File: src/verilog/routing_pkg.sv
package routing_pkg;

    // ========================================
    // ROM word geometry
    // ========================================
    localparam int WORD_W     = 32;
    localparam int WORD_BYTES = WORD_W / 8;

    typedef logic [WORD_W-1:0] word_t;
    typedef logic [47:0]       mac_t;

    // ========================================
    // table layout
    // ========================================
    // both tables start with a 4-word header
    localparam int HEADER_WORDS = 4;
    // host and path entries share one size
    localparam int ENTRY_WORDS  = 6;

    localparam int HEADER_BYTES = HEADER_WORDS * WORD_BYTES;
    localparam int ENTRY_BYTES  = ENTRY_WORDS * WORD_BYTES;

    // ASCII "HOST" and "SWCH"
    localparam word_t HOST_MAGIC   = 32'h484F5354;
    localparam word_t SWITCH_MAGIC = 32'h53574348;

    // raw header, word 0 magic, 1 count, 2 max switch id, 3 unused
    typedef word_t [HEADER_WORDS-1:0] header_words_t;

    // raw entry as read from the ROM
    typedef word_t [ENTRY_WORDS-1:0] entry_words_t;

    // what the lookups need once both headers are parsed
    typedef struct packed {
        word_t host_count;
        word_t max_switch_id;
        // byte address of the switch path header
        word_t switch_base;
    } table_info_t;

    // ========================================
    // decoded entries
    // ========================================
    typedef struct packed {
        word_t       ip;
        word_t       switch_id;
        logic [15:0] port;
        logic [15:0] qp;
        mac_t        mac;
    } host_entry_t;

    typedef struct packed {
        logic        route_valid;
        logic [15:0] out_port;
        logic [15:0] out_qp;
        word_t       next_hop_ip;
        logic [15:0] next_hop_port;
        logic [15:0] next_hop_qp;
        mac_t        next_hop_mac;
    } path_entry_t;

endpackage

File: src/verilog/burst_reader.sv
`timescale 1ns/100ps

module burst_reader
    import routing_pkg::*;
#(
    parameter int  ADDR_W    = 16,
    parameter type payload_t = word_t
) (
    input  logic              clk,
    input  logic              rst_n,
    input  logic              rd_start,
    input  logic [ADDR_W-1:0] base_addr,
    input  logic [WORD_W-1:0] mem_data,
    output logic [ADDR_W-1:0] rd_addr,
    output logic              rd_done,
    output payload_t          payload
);

    localparam int WORDS = $bits(payload_t) / WORD_W;
    localparam int CNT_W = $clog2(WORDS + 1);

    logic [CNT_W-1:0]             iss_cnt;
    logic                         addr_vld;
    logic                         addr_last;
    logic                         data_vld;
    logic                         data_last;
    logic [WORDS-1:0][WORD_W-1:0] words_q;

    assign addr_last = addr_vld && (iss_cnt == CNT_W'(WORDS - 1));

    // address side, one word per cycle, ROM answers a cycle later
    always_ff @(posedge clk or negedge rst_n) begin
        if (!rst_n) begin
            rd_addr   <= '0;
            iss_cnt   <= '0;
            addr_vld  <= 1'b0;
            data_vld  <= 1'b0;
            data_last <= 1'b0;
            rd_done   <= 1'b0;
        end else begin
            data_vld  <= addr_vld;
            data_last <= addr_last;
            rd_done   <= data_vld && data_last;
            if (rd_start) begin
                rd_addr  <= base_addr;
                iss_cnt  <= '0;
                addr_vld <= 1'b1;
            end else if (addr_vld) begin
                if (addr_last) begin
                    // last address stays on the bus
                    addr_vld <= 1'b0;
                end else begin
                    rd_addr <= rd_addr + ADDR_W'(WORD_BYTES);
                    iss_cnt <= iss_cnt + 1'b1;
                end
            end
        end
    end

    // shift down so word 0 ends in slot 0
    always_ff @(posedge clk) begin
        if (data_vld) begin
            words_q[WORDS-1] <= mem_data;
            for (int i = 0; i < WORDS - 1; i++) begin
                words_q[i] <= words_q[i+1];
            end
        end
    end

    assign payload = payload_t'(words_q);

endmodule

File: src/verilog/lookup_engine.sv
`timescale 1ns/100ps

module lookup_engine
    import routing_pkg::*;
#(
    parameter int ADDR_W      = 16,
    parameter int HOST_IDX_W  = 6,
    parameter int SWITCH_ID_W = 4
) (
    input  logic                   clk,
    input  logic                   rst_n,
    input  table_info_t            info,
    input  logic                   tables_valid,
    input  logic [ADDR_W-1:0]      loader_addr,
    input  logic [WORD_W-1:0]      mem_data,
    output logic [ADDR_W-1:0]      mem_addr,
    input  logic                   host_req,
    input  logic [HOST_IDX_W-1:0]  host_index,
    output logic                   host_ack,
    output logic                   host_found,
    output host_entry_t            host_entry,
    input  logic                   path_req,
    input  logic [SWITCH_ID_W-1:0] src_switch,
    input  logic [SWITCH_ID_W-1:0] dst_switch,
    output logic                   path_ack,
    output path_entry_t            path_entry
);

    typedef enum logic [1:0] {E_IDLE, E_CHECK, E_READ, E_ACK} eng_state_t;

    eng_state_t             state;
    logic                   sel_host;
    logic [HOST_IDX_W-1:0]  idx_q;
    logic [SWITCH_ID_W-1:0] src_q;
    logic [SWITCH_ID_W-1:0] dst_q;
    logic                   host_in_range;
    word_t                  host_addr;
    word_t                  path_addr;
    word_t                  entry_addr;
    logic                   rd_start;
    logic                   rd_done;
    logic [ADDR_W-1:0]      rd_addr;
    entry_words_t           raw;

    // MAC bytes come out of the ROM little-end first
    function automatic mac_t swap_mac(input word_t lo, input word_t hi);
        return {lo[7:0], lo[15:8], lo[23:16], lo[31:24], hi[7:0], hi[15:8]};
    endfunction

    function automatic host_entry_t decode_host(input entry_words_t w);
        host_entry_t h;
        h.ip        = w[0];
        h.switch_id = w[1];
        h.port      = w[2][15:0];
        h.qp        = w[2][31:16];
        h.mac       = swap_mac(w[3], w[4]);
        return h;
    endfunction

    function automatic path_entry_t decode_path(input entry_words_t w);
        path_entry_t p;
        p.route_valid   = w[0][0];
        p.out_port      = w[1][15:0];
        p.out_qp        = w[1][31:16];
        p.next_hop_ip   = w[2];
        p.next_hop_port = w[3][15:0];
        p.next_hop_qp   = w[3][31:16];
        p.next_hop_mac  = swap_mac(w[4], w[5]);
        return p;
    endfunction

    // ========================================
    // entry addressing
    // ========================================
    assign host_in_range = WORD_W'(idx_q) < info.host_count;
    assign host_addr     = WORD_W'(HEADER_BYTES) + WORD_W'(idx_q) * WORD_W'(ENTRY_BYTES);
    // row major, max_switch_id + 1 destinations per source
    assign path_addr  = info.switch_base + WORD_W'(HEADER_BYTES)
                      + (WORD_W'(src_q) * (info.max_switch_id + 1) + WORD_W'(dst_q))
                      * WORD_W'(ENTRY_BYTES);
    assign entry_addr = sel_host ? host_addr : path_addr;

    assign rd_start = (state == E_CHECK) && !(sel_host && !host_in_range);

    // loader owns the ROM until the tables are up
    assign mem_addr = tables_valid ? rd_addr : loader_addr;

    burst_reader #(
        .ADDR_W    (ADDR_W),
        .payload_t (entry_words_t)
    ) u_entry_reader (
        .clk       (clk),
        .rst_n     (rst_n),
        .rd_start  (rd_start),
        .base_addr (entry_addr[ADDR_W-1:0]),
        .mem_data  (mem_data),
        .rd_addr   (rd_addr),
        .rd_done   (rd_done),
        .payload   (raw)
    );

    // ========================================
    // query FSM, host wins a tie
    // ========================================
    always_ff @(posedge clk or negedge rst_n) begin
        if (!rst_n) begin
            state      <= E_IDLE;
            sel_host   <= 1'b0;
            idx_q      <= '0;
            src_q      <= '0;
            dst_q      <= '0;
            host_ack   <= 1'b0;
            host_found <= 1'b0;
            path_ack   <= 1'b0;
        end else begin
            case (state)
                E_IDLE: begin
                    if (tables_valid && host_req) begin
                        sel_host <= 1'b1;
                        idx_q    <= host_index;
                        state    <= E_CHECK;
                    end else if (tables_valid && path_req) begin
                        sel_host <= 1'b0;
                        src_q    <= src_switch;
                        dst_q    <= dst_switch;
                        state    <= E_CHECK;
                    end
                end
                E_CHECK: begin
                    if (sel_host && !host_in_range) begin
                        // no ROM access for a missing host
                        host_found <= 1'b0;
                        host_ack   <= 1'b1;
                        state      <= E_ACK;
                    end else begin
                        state <= E_READ;
                    end
                end
                E_READ: begin
                    if (rd_done) begin
                        host_found <= sel_host;
                        host_ack   <= sel_host;
                        path_ack   <= !sel_host;
                        state      <= E_ACK;
                    end
                end
                E_ACK: begin
                    if (sel_host && !host_req) begin
                        host_ack <= 1'b0;
                        state    <= E_IDLE;
                    end else if (!sel_host && !path_req) begin
                        path_ack <= 1'b0;
                        state    <= E_IDLE;
                    end
                end
                default: state <= E_IDLE;
            endcase
        end
    end

    // decoded results held until the next read of the same kind
    always_ff @(posedge clk) begin
        if (state == E_READ && rd_done) begin
            if (sel_host) begin
                host_entry <= decode_host(raw);
            end else begin
                path_entry <= decode_path(raw);
            end
        end
    end

endmodule

File: src/verilog/routing_table_reader.sv
`timescale 1ns/100ps

module routing_table_reader
    import routing_pkg::*;
#(
    parameter int ADDR_W      = 16,
    parameter int HOST_IDX_W  = 6,
    parameter int SWITCH_ID_W = 4
) (
    input  logic                   clk,
    input  logic                   rst_n,
    // ROM port
    output logic [ADDR_W-1:0]      mem_addr,
    input  logic [WORD_W-1:0]      mem_data,
    // load handshake
    input  logic                   load_req,
    output logic                   load_ack,
    output logic                   tables_valid,
    output logic                   parse_error,
    // host query
    input  logic                   host_req,
    input  logic [HOST_IDX_W-1:0]  host_index,
    output logic                   host_ack,
    output logic                   host_found,
    output host_entry_t            host_entry,
    // path query
    input  logic                   path_req,
    input  logic [SWITCH_ID_W-1:0] src_switch,
    input  logic [SWITCH_ID_W-1:0] dst_switch,
    output logic                   path_ack,
    output path_entry_t            path_entry
);

    table_info_t       info;
    logic [ADDR_W-1:0] loader_addr;

    table_loader #(
        .ADDR_W (ADDR_W)
    ) u_loader (
        .clk          (clk),
        .rst_n        (rst_n),
        .load_req     (load_req),
        .mem_data     (mem_data),
        .load_ack     (load_ack),
        .tables_valid (tables_valid),
        .parse_error  (parse_error),
        .loader_addr  (loader_addr),
        .info         (info)
    );

    lookup_engine #(
        .ADDR_W      (ADDR_W),
        .HOST_IDX_W  (HOST_IDX_W),
        .SWITCH_ID_W (SWITCH_ID_W)
    ) u_engine (
        .clk          (clk),
        .rst_n        (rst_n),
        .info         (info),
        .tables_valid (tables_valid),
        .loader_addr  (loader_addr),
        .mem_data     (mem_data),
        .mem_addr     (mem_addr),
        .host_req     (host_req),
        .host_index   (host_index),
        .host_ack     (host_ack),
        .host_found   (host_found),
        .host_entry   (host_entry),
        .path_req     (path_req),
        .src_switch   (src_switch),
        .dst_switch   (dst_switch),
        .path_ack     (path_ack),
        .path_entry   (path_entry)
    );

endmodule

File: src/verilog/table_loader.sv
`timescale 1ns/100ps

module table_loader
    import routing_pkg::*;
#(
    parameter int ADDR_W = 16
) (
    input  logic              clk,
    input  logic              rst_n,
    input  logic              load_req,
    input  logic [WORD_W-1:0] mem_data,
    output logic              load_ack,
    output logic              tables_valid,
    output logic              parse_error,
    output logic [ADDR_W-1:0] loader_addr,
    output table_info_t       info
);

    typedef enum logic [2:0] {
        L_IDLE,
        L_HOST_HDR,
        L_SW_BASE,
        L_SW_START,
        L_SW_HDR,
        L_DONE
    } load_state_t;

    load_state_t       state;
    logic              rd_start;
    logic              rd_done;
    logic [ADDR_W-1:0] base_addr;
    header_words_t     hdr;

    // host header always sits at address 0
    assign rd_start  = (state == L_IDLE && load_req) || (state == L_SW_START);
    assign base_addr = (state == L_SW_START) ? info.switch_base[ADDR_W-1:0] : '0;

    burst_reader #(
        .ADDR_W    (ADDR_W),
        .payload_t (header_words_t)
    ) u_hdr_reader (
        .clk       (clk),
        .rst_n     (rst_n),
        .rd_start  (rd_start),
        .base_addr (base_addr),
        .mem_data  (mem_data),
        .rd_addr   (loader_addr),
        .rd_done   (rd_done),
        .payload   (hdr)
    );

    // ========================================
    // load sequence
    // ========================================
    always_ff @(posedge clk or negedge rst_n) begin
        if (!rst_n) begin
            state        <= L_IDLE;
            load_ack     <= 1'b0;
            tables_valid <= 1'b0;
            parse_error  <= 1'b0;
            info         <= '0;
        end else begin
            case (state)
                L_IDLE: begin
                    if (load_req) begin
                        tables_valid <= 1'b0;
                        parse_error  <= 1'b0;
                        state        <= L_HOST_HDR;
                    end
                end
                L_HOST_HDR: begin
                    if (rd_done) begin
                        if (hdr[0] == HOST_MAGIC) begin
                            info.host_count <= hdr[1];
                            state           <= L_SW_BASE;
                        end else begin
                            // switch header is never fetched
                            parse_error <= 1'b1;
                            load_ack    <= 1'b1;
                            state       <= L_DONE;
                        end
                    end
                end
                L_SW_BASE: begin
                    // switch table follows the last host entry
                    info.switch_base <= WORD_W'(HEADER_BYTES)
                                      + info.host_count * WORD_W'(ENTRY_BYTES);
                    state            <= L_SW_START;
                end
                L_SW_START: begin
                    state <= L_SW_HDR;
                end
                L_SW_HDR: begin
                    if (rd_done) begin
                        if (hdr[0] == SWITCH_MAGIC) begin
                            info.max_switch_id <= hdr[2];
                            tables_valid       <= 1'b1;
                        end else begin
                            parse_error <= 1'b1;
                        end
                        load_ack <= 1'b1;
                        state    <= L_DONE;
                    end
                end
                L_DONE: begin
                    if (!load_req) begin
                        load_ack <= 1'b0;
                        state    <= L_IDLE;
                    end
                end
                default: state <= L_IDLE;
            endcase
        end
    end

endmodule
File: config.mk
export PLATFORM = sky130hd
export DESIGN_NAME = routing_table_reader
export DESIGN_NICKNAME = d
export VERILOG_FILES = /design/src/verilog/routing_pkg.sv /design/src/verilog/burst_reader.sv /design/src/verilog/lookup_engine.sv /design/src/verilog/routing_table_reader.sv /design/src/verilog/table_loader.sv
export SDC_FILE = /design/constraint.sdc
export NUM_CORES = 1
export LEC_CHECK = 0
export ABC_CLOCK_PERIOD_IN_PS = 7600
export BUFFER_PORTS_ARGS = -buffer_cell sky130_fd_sc_hd__buf_2
export CORE_AREA = 2 2 273 302
export DETAILED_ROUTE_END_ITERATION = 6
export DIE_AREA = 0 0 275 304
export HOLD_SLACK_MARGIN = 0.08
export PLACE_DENSITY = 0.51
export SKIP_CTS_REPAIR_TIMING = 1
export SLEW_MARGIN = 40
export SYNTH_ARGS = -nofsm -noshare
export SYNTH_HDL_FRONTEND = slang
export SYNTH_SLANG_ARGS = --single-unit
File: constraint.sdc
create_clock -name clk -period 7.6 [get_ports clk]
set_input_delay 0.38 -clock clk [delete_from_list [all_inputs] [get_ports clk]]
set_output_delay 0.38 -clock clk [all_outputs]
set_load 0.05 [all_outputs]
; ---- After elaboration in Yosys (flattened, before gate mapping)
; Index checks and enable logic that the tools add are counted.
[classes]
add_sub_neg = 10
n_mul = 4
order_cmp = 1
eq_ne = 28
muxes = 58
bitwise_logic = 2
n_reduce_logical = 46
[ops]
columns = operator, count
row1 = 16-bit two-way mux, 9
row2 = "32-bit by 31-bit == test with 1-bit output, second input constant", 2
row3 = "32-bit by 2-bit multiplier with 13-bit output, second input constant", 2
row4 = 3-bit two-way mux, 11
row5 = "16-bit by 3-bit adder with 16-bit output, second input constant", 2
row6 = "32-bit by 1-bit adder with 32-bit output, second input constant", 1
row7 = 32-bit by 4-bit adder with 32-bit output, 1
row8 = 6-bit by 32-bit less-than comparator with 1-bit output, 1
row9 = 4-bit by 32-bit multiplier with 32-bit output, 1
row10 = 1-bit two-way mux, 25
row11 = "2-bit inequality test, second input constant", 9
row12 = 3-bit case mux with 6 select lines, 1
row13 = 16-bit adder, 1
row14 = "16-bit by 5-bit adder with 16-bit output, second input constant", 1
row15 = "5-bit by 16-bit adder with 16-bit output, first input constant", 1
row16 = 4-bit AND reduction, 4
row17 = 3-bit AND reduction, 5
row18 = "5-bit by 11-bit adder with 12-bit output, first input constant", 1
row19 = 1-bit logical AND, 12
row20 = 2-bit AND reduction, 6
row21 = 2-bit nonzero test, 6
row22 = 2-bit two-way mux, 5
row23 = "2-bit by 1-bit inequality test with 1-bit output, second input constant", 5
row24 = "3-bit by 2-bit == test with 1-bit output, second input constant", 3
row25 = other kinds (18), 34
[word_totals]
regBits = 761
input_bits = 51
out_inout_bits = 311

; ---- Depth between registers and ports, before layout
[logic_depth]
depth_word = 7
depth_mapped = 30
depth_no_buf = 30

; ---- Hierarchy
; From an unflattened synthesis, not the netlist that was laid out.
[unflattened]
cells_unflattened = 1967
hier_area_um2 = 31346.3
[by_module_without_submodules]
columns = mod, instances, cells_each, area_each_um2, seq_area_each_um2
row1 = lookup_engine, 1, 779, 13065.0, 9178.8
row2 = burst_reader (u_engine.u_entry_reader), 1, 306, 6902.9, 6341.1
row3 = table_loader, 1, 644, 6389.9, 2477.4
row4 = burst_reader (u_loader.u_hdr_reader), 1, 238, 4988.5, 4419.2

; ---- Least setup slack after synthesis
; OpenSTA, ideal clock, no wires.
[synth_timing]
path_type = reg-to-reg
startpoint = register u_engine.state[0]
endpoint = register u_engine.path_ack
t_arrival_ps = 7564
setup_slack_ps = -100
stages_incl_launch_ff = 7
path_cell_list = dfrtp_1 -> inv_1 -> ha_1 -> nand2_1 -> nor2_1 -> or2_2 -> a21oi_1
[synth_between]
elab_chain_len = 3
[synth_lines]
columns = element, line
row1 = start: declaration, lookup_engine.sv:31  ; eng_state_t state;
row2 = start signal: assignment, lookup_engine.sv:107  ; state <= E_IDLE;
row3 = start signal: assignment, lookup_engine.sv:121  ; state <= E_CHECK;
row4 = start signal: assignment, lookup_engine.sv:126  ; state <= E_CHECK;
row5 = 2-bit == test, lookup_engine.sv:116  ; case (state)
row6 = "2-bit inequality test (no line), or another cell as far along", --
row7 = 4-bit AND reduction (no line), --
row8 = end signal: assignment, lookup_engine.sv:143  ; path_ack <= !sel_host;
row9 = end: declaration, lookup_engine.sv:25  ; output logic path_ack,
; Parallel ways exist; a longest one is shown, timed or not.
; A chain may end at the register's enable or synchronous reset.

; ---- Worst setup path after layout
[layout_timing]
startpoint = register, netlist name u_loader.info[32]
endpoint = register u_engine.u_entry_reader.rd_addr[15]
[layout_between]
elab_chain_len = 7
[layout_lines]
columns = element, line
row1 = 32-bit by 1-bit adder with 32-bit output, lookup_engine.sv:79  ; + (WORD_W'(src_q) * (info.max_switch_id + 1) + WORD_W'(dst_q))
row2 = 4-bit by 32-bit multiplier with 32-bit output, lookup_engine.sv:79
row3 = 32-bit by 4-bit adder with 32-bit output, lookup_engine.sv:79
row4 = 32-bit by 2-bit multiplier with 13-bit output, lookup_engine.sv:80  ; * WORD_W'(ENTRY_BYTES);
row5 = 16-bit adder, lookup_engine.sv:79
row6 = 16-bit two-way mux, lookup_engine.sv:81  ; assign entry_addr = sel_host ? host_addr : path_addr;
row7 = 16-bit two-way mux, burst_reader.sv:44  ; if (rd_start) begin
row8 = end signal: assignment, burst_reader.sv:45  ; rd_addr <= base_addr;
row9 = end signal: assignment, burst_reader.sv:53  ; rd_addr <= rd_addr + ADDR_W'(WORD_BYTES);
row10 = end: declaration, burst_reader.sv:14  ; output logic [ADDR_W-1:0] rd_addr,
; No other way between the ends.

==> results.cfg <==
[sta]
max_slew_margin_pct = 50.0
finalMaxSlewViolations = 0
setup_violations = 0
grt_setup_unrepaired = false
fin_setup_tns_ns = 0
fin_ws_ns = 0.596
clock_skew_ns = 0.0230
hold_ws_ns = 0.128
final.period_utilization_pct = 92.2
fin_crit_ns = 7.00
timing_hold_violations_final = 0
fmax_ghz = 0.143
worstMarginPinSlew_ns = 0.749

[clocking]
cts_root_buf = clkbuf_16
cts_buffer_depth = 3
clk_latency_ns = 0.62
clk_pin_slew_ns = 0.06
clock-sinks = 735
htreeDepth = 3
cts-buffers-inserted = 76
tritoncts = done

[logic_synthesis]
netlist_instances = 1618
avgSynthCellArea_sq_um = 17.3
synth_seq_cells = 735
synth_top_cell_by_area = edfxtp_1
netlist.area_leader.share_pct = 65.4
netlist_top_cells_count = edfxtp_1, dfrtp_1, ha_1
yosysUniqueCellTypes = 72
ys_async_sr_fraction_pct = 17.1
synth_ff_type = edfxtp_1
synth_area_leaders = edfxtp_1, dfrtp_1, ha_1
synth_edf_count = 609
yosysSeqAreaShare_pct = 76.7
yosysWarnings = 0
synth.cell_area_sq_mm = 0.0280
yosysMostFrequentCell = edfxtp_1

[setup_path]
crit_slowest_cell = fa_1
cpMostUsedCell = xnor2_1
crit_type = reg2reg
crit_required_ns = 8.09
r2r_slack_ns = 0.60
path_max_fanout = 7
worstPathArrival_ns = 7.49
rr_worst_depth = 30
startpoint_type = flop
crit_path_max_incr_delay_ns = 0.52
end_kind = flop

[layout]
area_growth_pct = 22.6
finalNonFillerCells = 3207
drive_gt1_share_pct = 26.9
final_nets = 2258
final_core_utilization_pct = 42.4
finalInstanceArea_sq_mm = 0.0343

[floorplanning]
core_sq_mm = 0.0809
ios = 362
dieWidth_microns = 275
die_h_microns = 304
die_area_sq_mm = 0.0836
initial_utilization_pct = 34.5
std_cell_rows = 110

[routing]
first_pass_iters = 5
via_per_inst = 4.62
ant_nets = 0
first_iter_violations = 766
drc_errors = 0
via_count = 14803
drt_wl_total_mm = 59.0
wire_per_inst_microns = 18.4

[power_and_ir_drop]
power_density_mw_per_mm2 = 325
power_mw = 11.1
ir_drop_uv = 262
p_leak_nw = 13.5

[place]
dp.cells = 3023
place.port_buffers = 359
gp_congestion = 0.807
dp_slack_ns = 0.554
placed_cell_area_sq_mm = 0.0311
dpl.hpwl_mm = 40.6

[global_route]
grt_use_total_pct = 14.0
grt_max_degree = 132
grt_pass1_vias = 15119
antenna_found_initial = 0
overflow = 0
grt_first_pass_wirelength_mm = 90.2

[hold_path]
hold_class = in2reg
hold_depth = 4

[run]
drv_cap = 0

[status]
outcome = completed
==> worst paths after layout <==
check	from	to
worst max-delay path	u_loader.info[32]	u_engine.u_entry_reader.rd_addr[15]
worst min-delay path	path_req	u_engine.sel_host
worst max register to register	u_loader.info[32]	u_engine.u_entry_reader.rd_addr[15]
worst min register to register	u_engine.u_entry_reader.addr_vld	u_engine.u_entry_reader.data_vld
max in group asynchronous	rst_n	u_loader.u_hdr_reader.data_vld
min in group asynchronous	rst_n	u_loader.u_hdr_reader.rd_addr[8]
==> power by group <==
group          internal [mW]  total, mW  switching [mW]
logic                  0.261      0.911           0.651
registers               5.77       6.34           0.573
clock network           2.32       3.89            1.57
total                   8.35       11.1            2.79
==> flip-flops by register name, summed over array words and instances, names as in the netlist, 2 cells and up <==
| signal | flops |
|---|---|
| u_loader.info | 58 |
| u_engine.path_entry | 145 |
| u_loader.state | 3 |
| u_engine.u_entry_reader.payload | 192 |
| u_loader.u_hdr_reader.rd_addr | 14 |
| u_loader.u_hdr_reader.iss_cnt | 3 |
| u_engine.dst_q | 4 |
| u_engine.host_entry | 144 |
| u_engine.u_entry_reader.rd_addr | 14 |
| u_engine.src_q | 4 |
| u_engine.idx_q | 6 |
| u_loader.u_hdr_reader.payload | 128 |
| u_engine.u_entry_reader.iss_cnt | 3 |
| u_engine.state | 2 |
==> cells by family (layout without fill, tap and decap cells) <==
group | count (synthesis) | after routing | synth area share (%)
flip-flops | 735 | 735 | 76.7
AND/OR/NAND/NOR | 313 | 313 | 5.80
AO/OA/AOI/OAI | 197 | 197 | 4.31
adder cells (fa/ha/maj) | 122 | 122 | 6.13
XOR/XNOR | 91 | 91 | 2.95
buffers and inverters | 90 | 613 | 1.35
multiplexers | 69 | 69 | 2.76
other | 1 | 3 | 0.0134
==> worst max-delay path: cells and delay by family, from the launching register on <==
family / cells / cell delay [ns]
AO/OA/AOI/OAI: 8 / 1.19
XOR/XNOR: 10 / 2.07
adder cells (fa/ha/maj): 7 / 2.65
buffers and inverters: 2 / 0.13
flip-flops: 1 / 0.46
AND/OR/NAND/NOR: 3 / 0.38
==> placed cells by master (no fill, tap or decap), types with 9 or more instances in the layout <==
cell type / n
edfxtp_1: 609
buf_2: 358
dfrtp_1: 123
ha_1: 97
nand2_1: 94
clkbuf_16: 76
mux2_2: 64
o21ai_0: 61
a21oi_1: 61
inv_1: 59
xnor2_1: 57
nor2_1: 48
dlygate4sd3_1: 47
nor2b_1: 34
xor2_1: 32
nand3_1: 25
fa_1: 25
and2_1: 18
a21o_1: 15
nand2b_1: 14
nor3_1: 14
bufinv_16: 13
nand4_1: 12
clkinv_1: 11
and3_1: 10
clkinv_2: 9
clkbuf_1: 9
==> area by class of cell <==
type / count / area (sq um)
Fill cell: 7280 / 46600
Multi-Input combinational cell: 794 / 6170
Timing Repair Buffer: 419 / 2470
Sequential cell: 735 / 21400
Tap cell: 1064 / 1330
Inverter: 59 / 221
Antenna cell: 1 / 2.50
Clock inverter: 48 / 673
Clock buffer: 87 / 1960
==> layer usage <==
metal  wire (microns)  track usage [%]
met3             2860             2.69
met1            24300             17.4
met5                0                0
met2            30000             24.1
met4             1830             5.37
No activity file was read; power rests on OpenSTA's default activity.
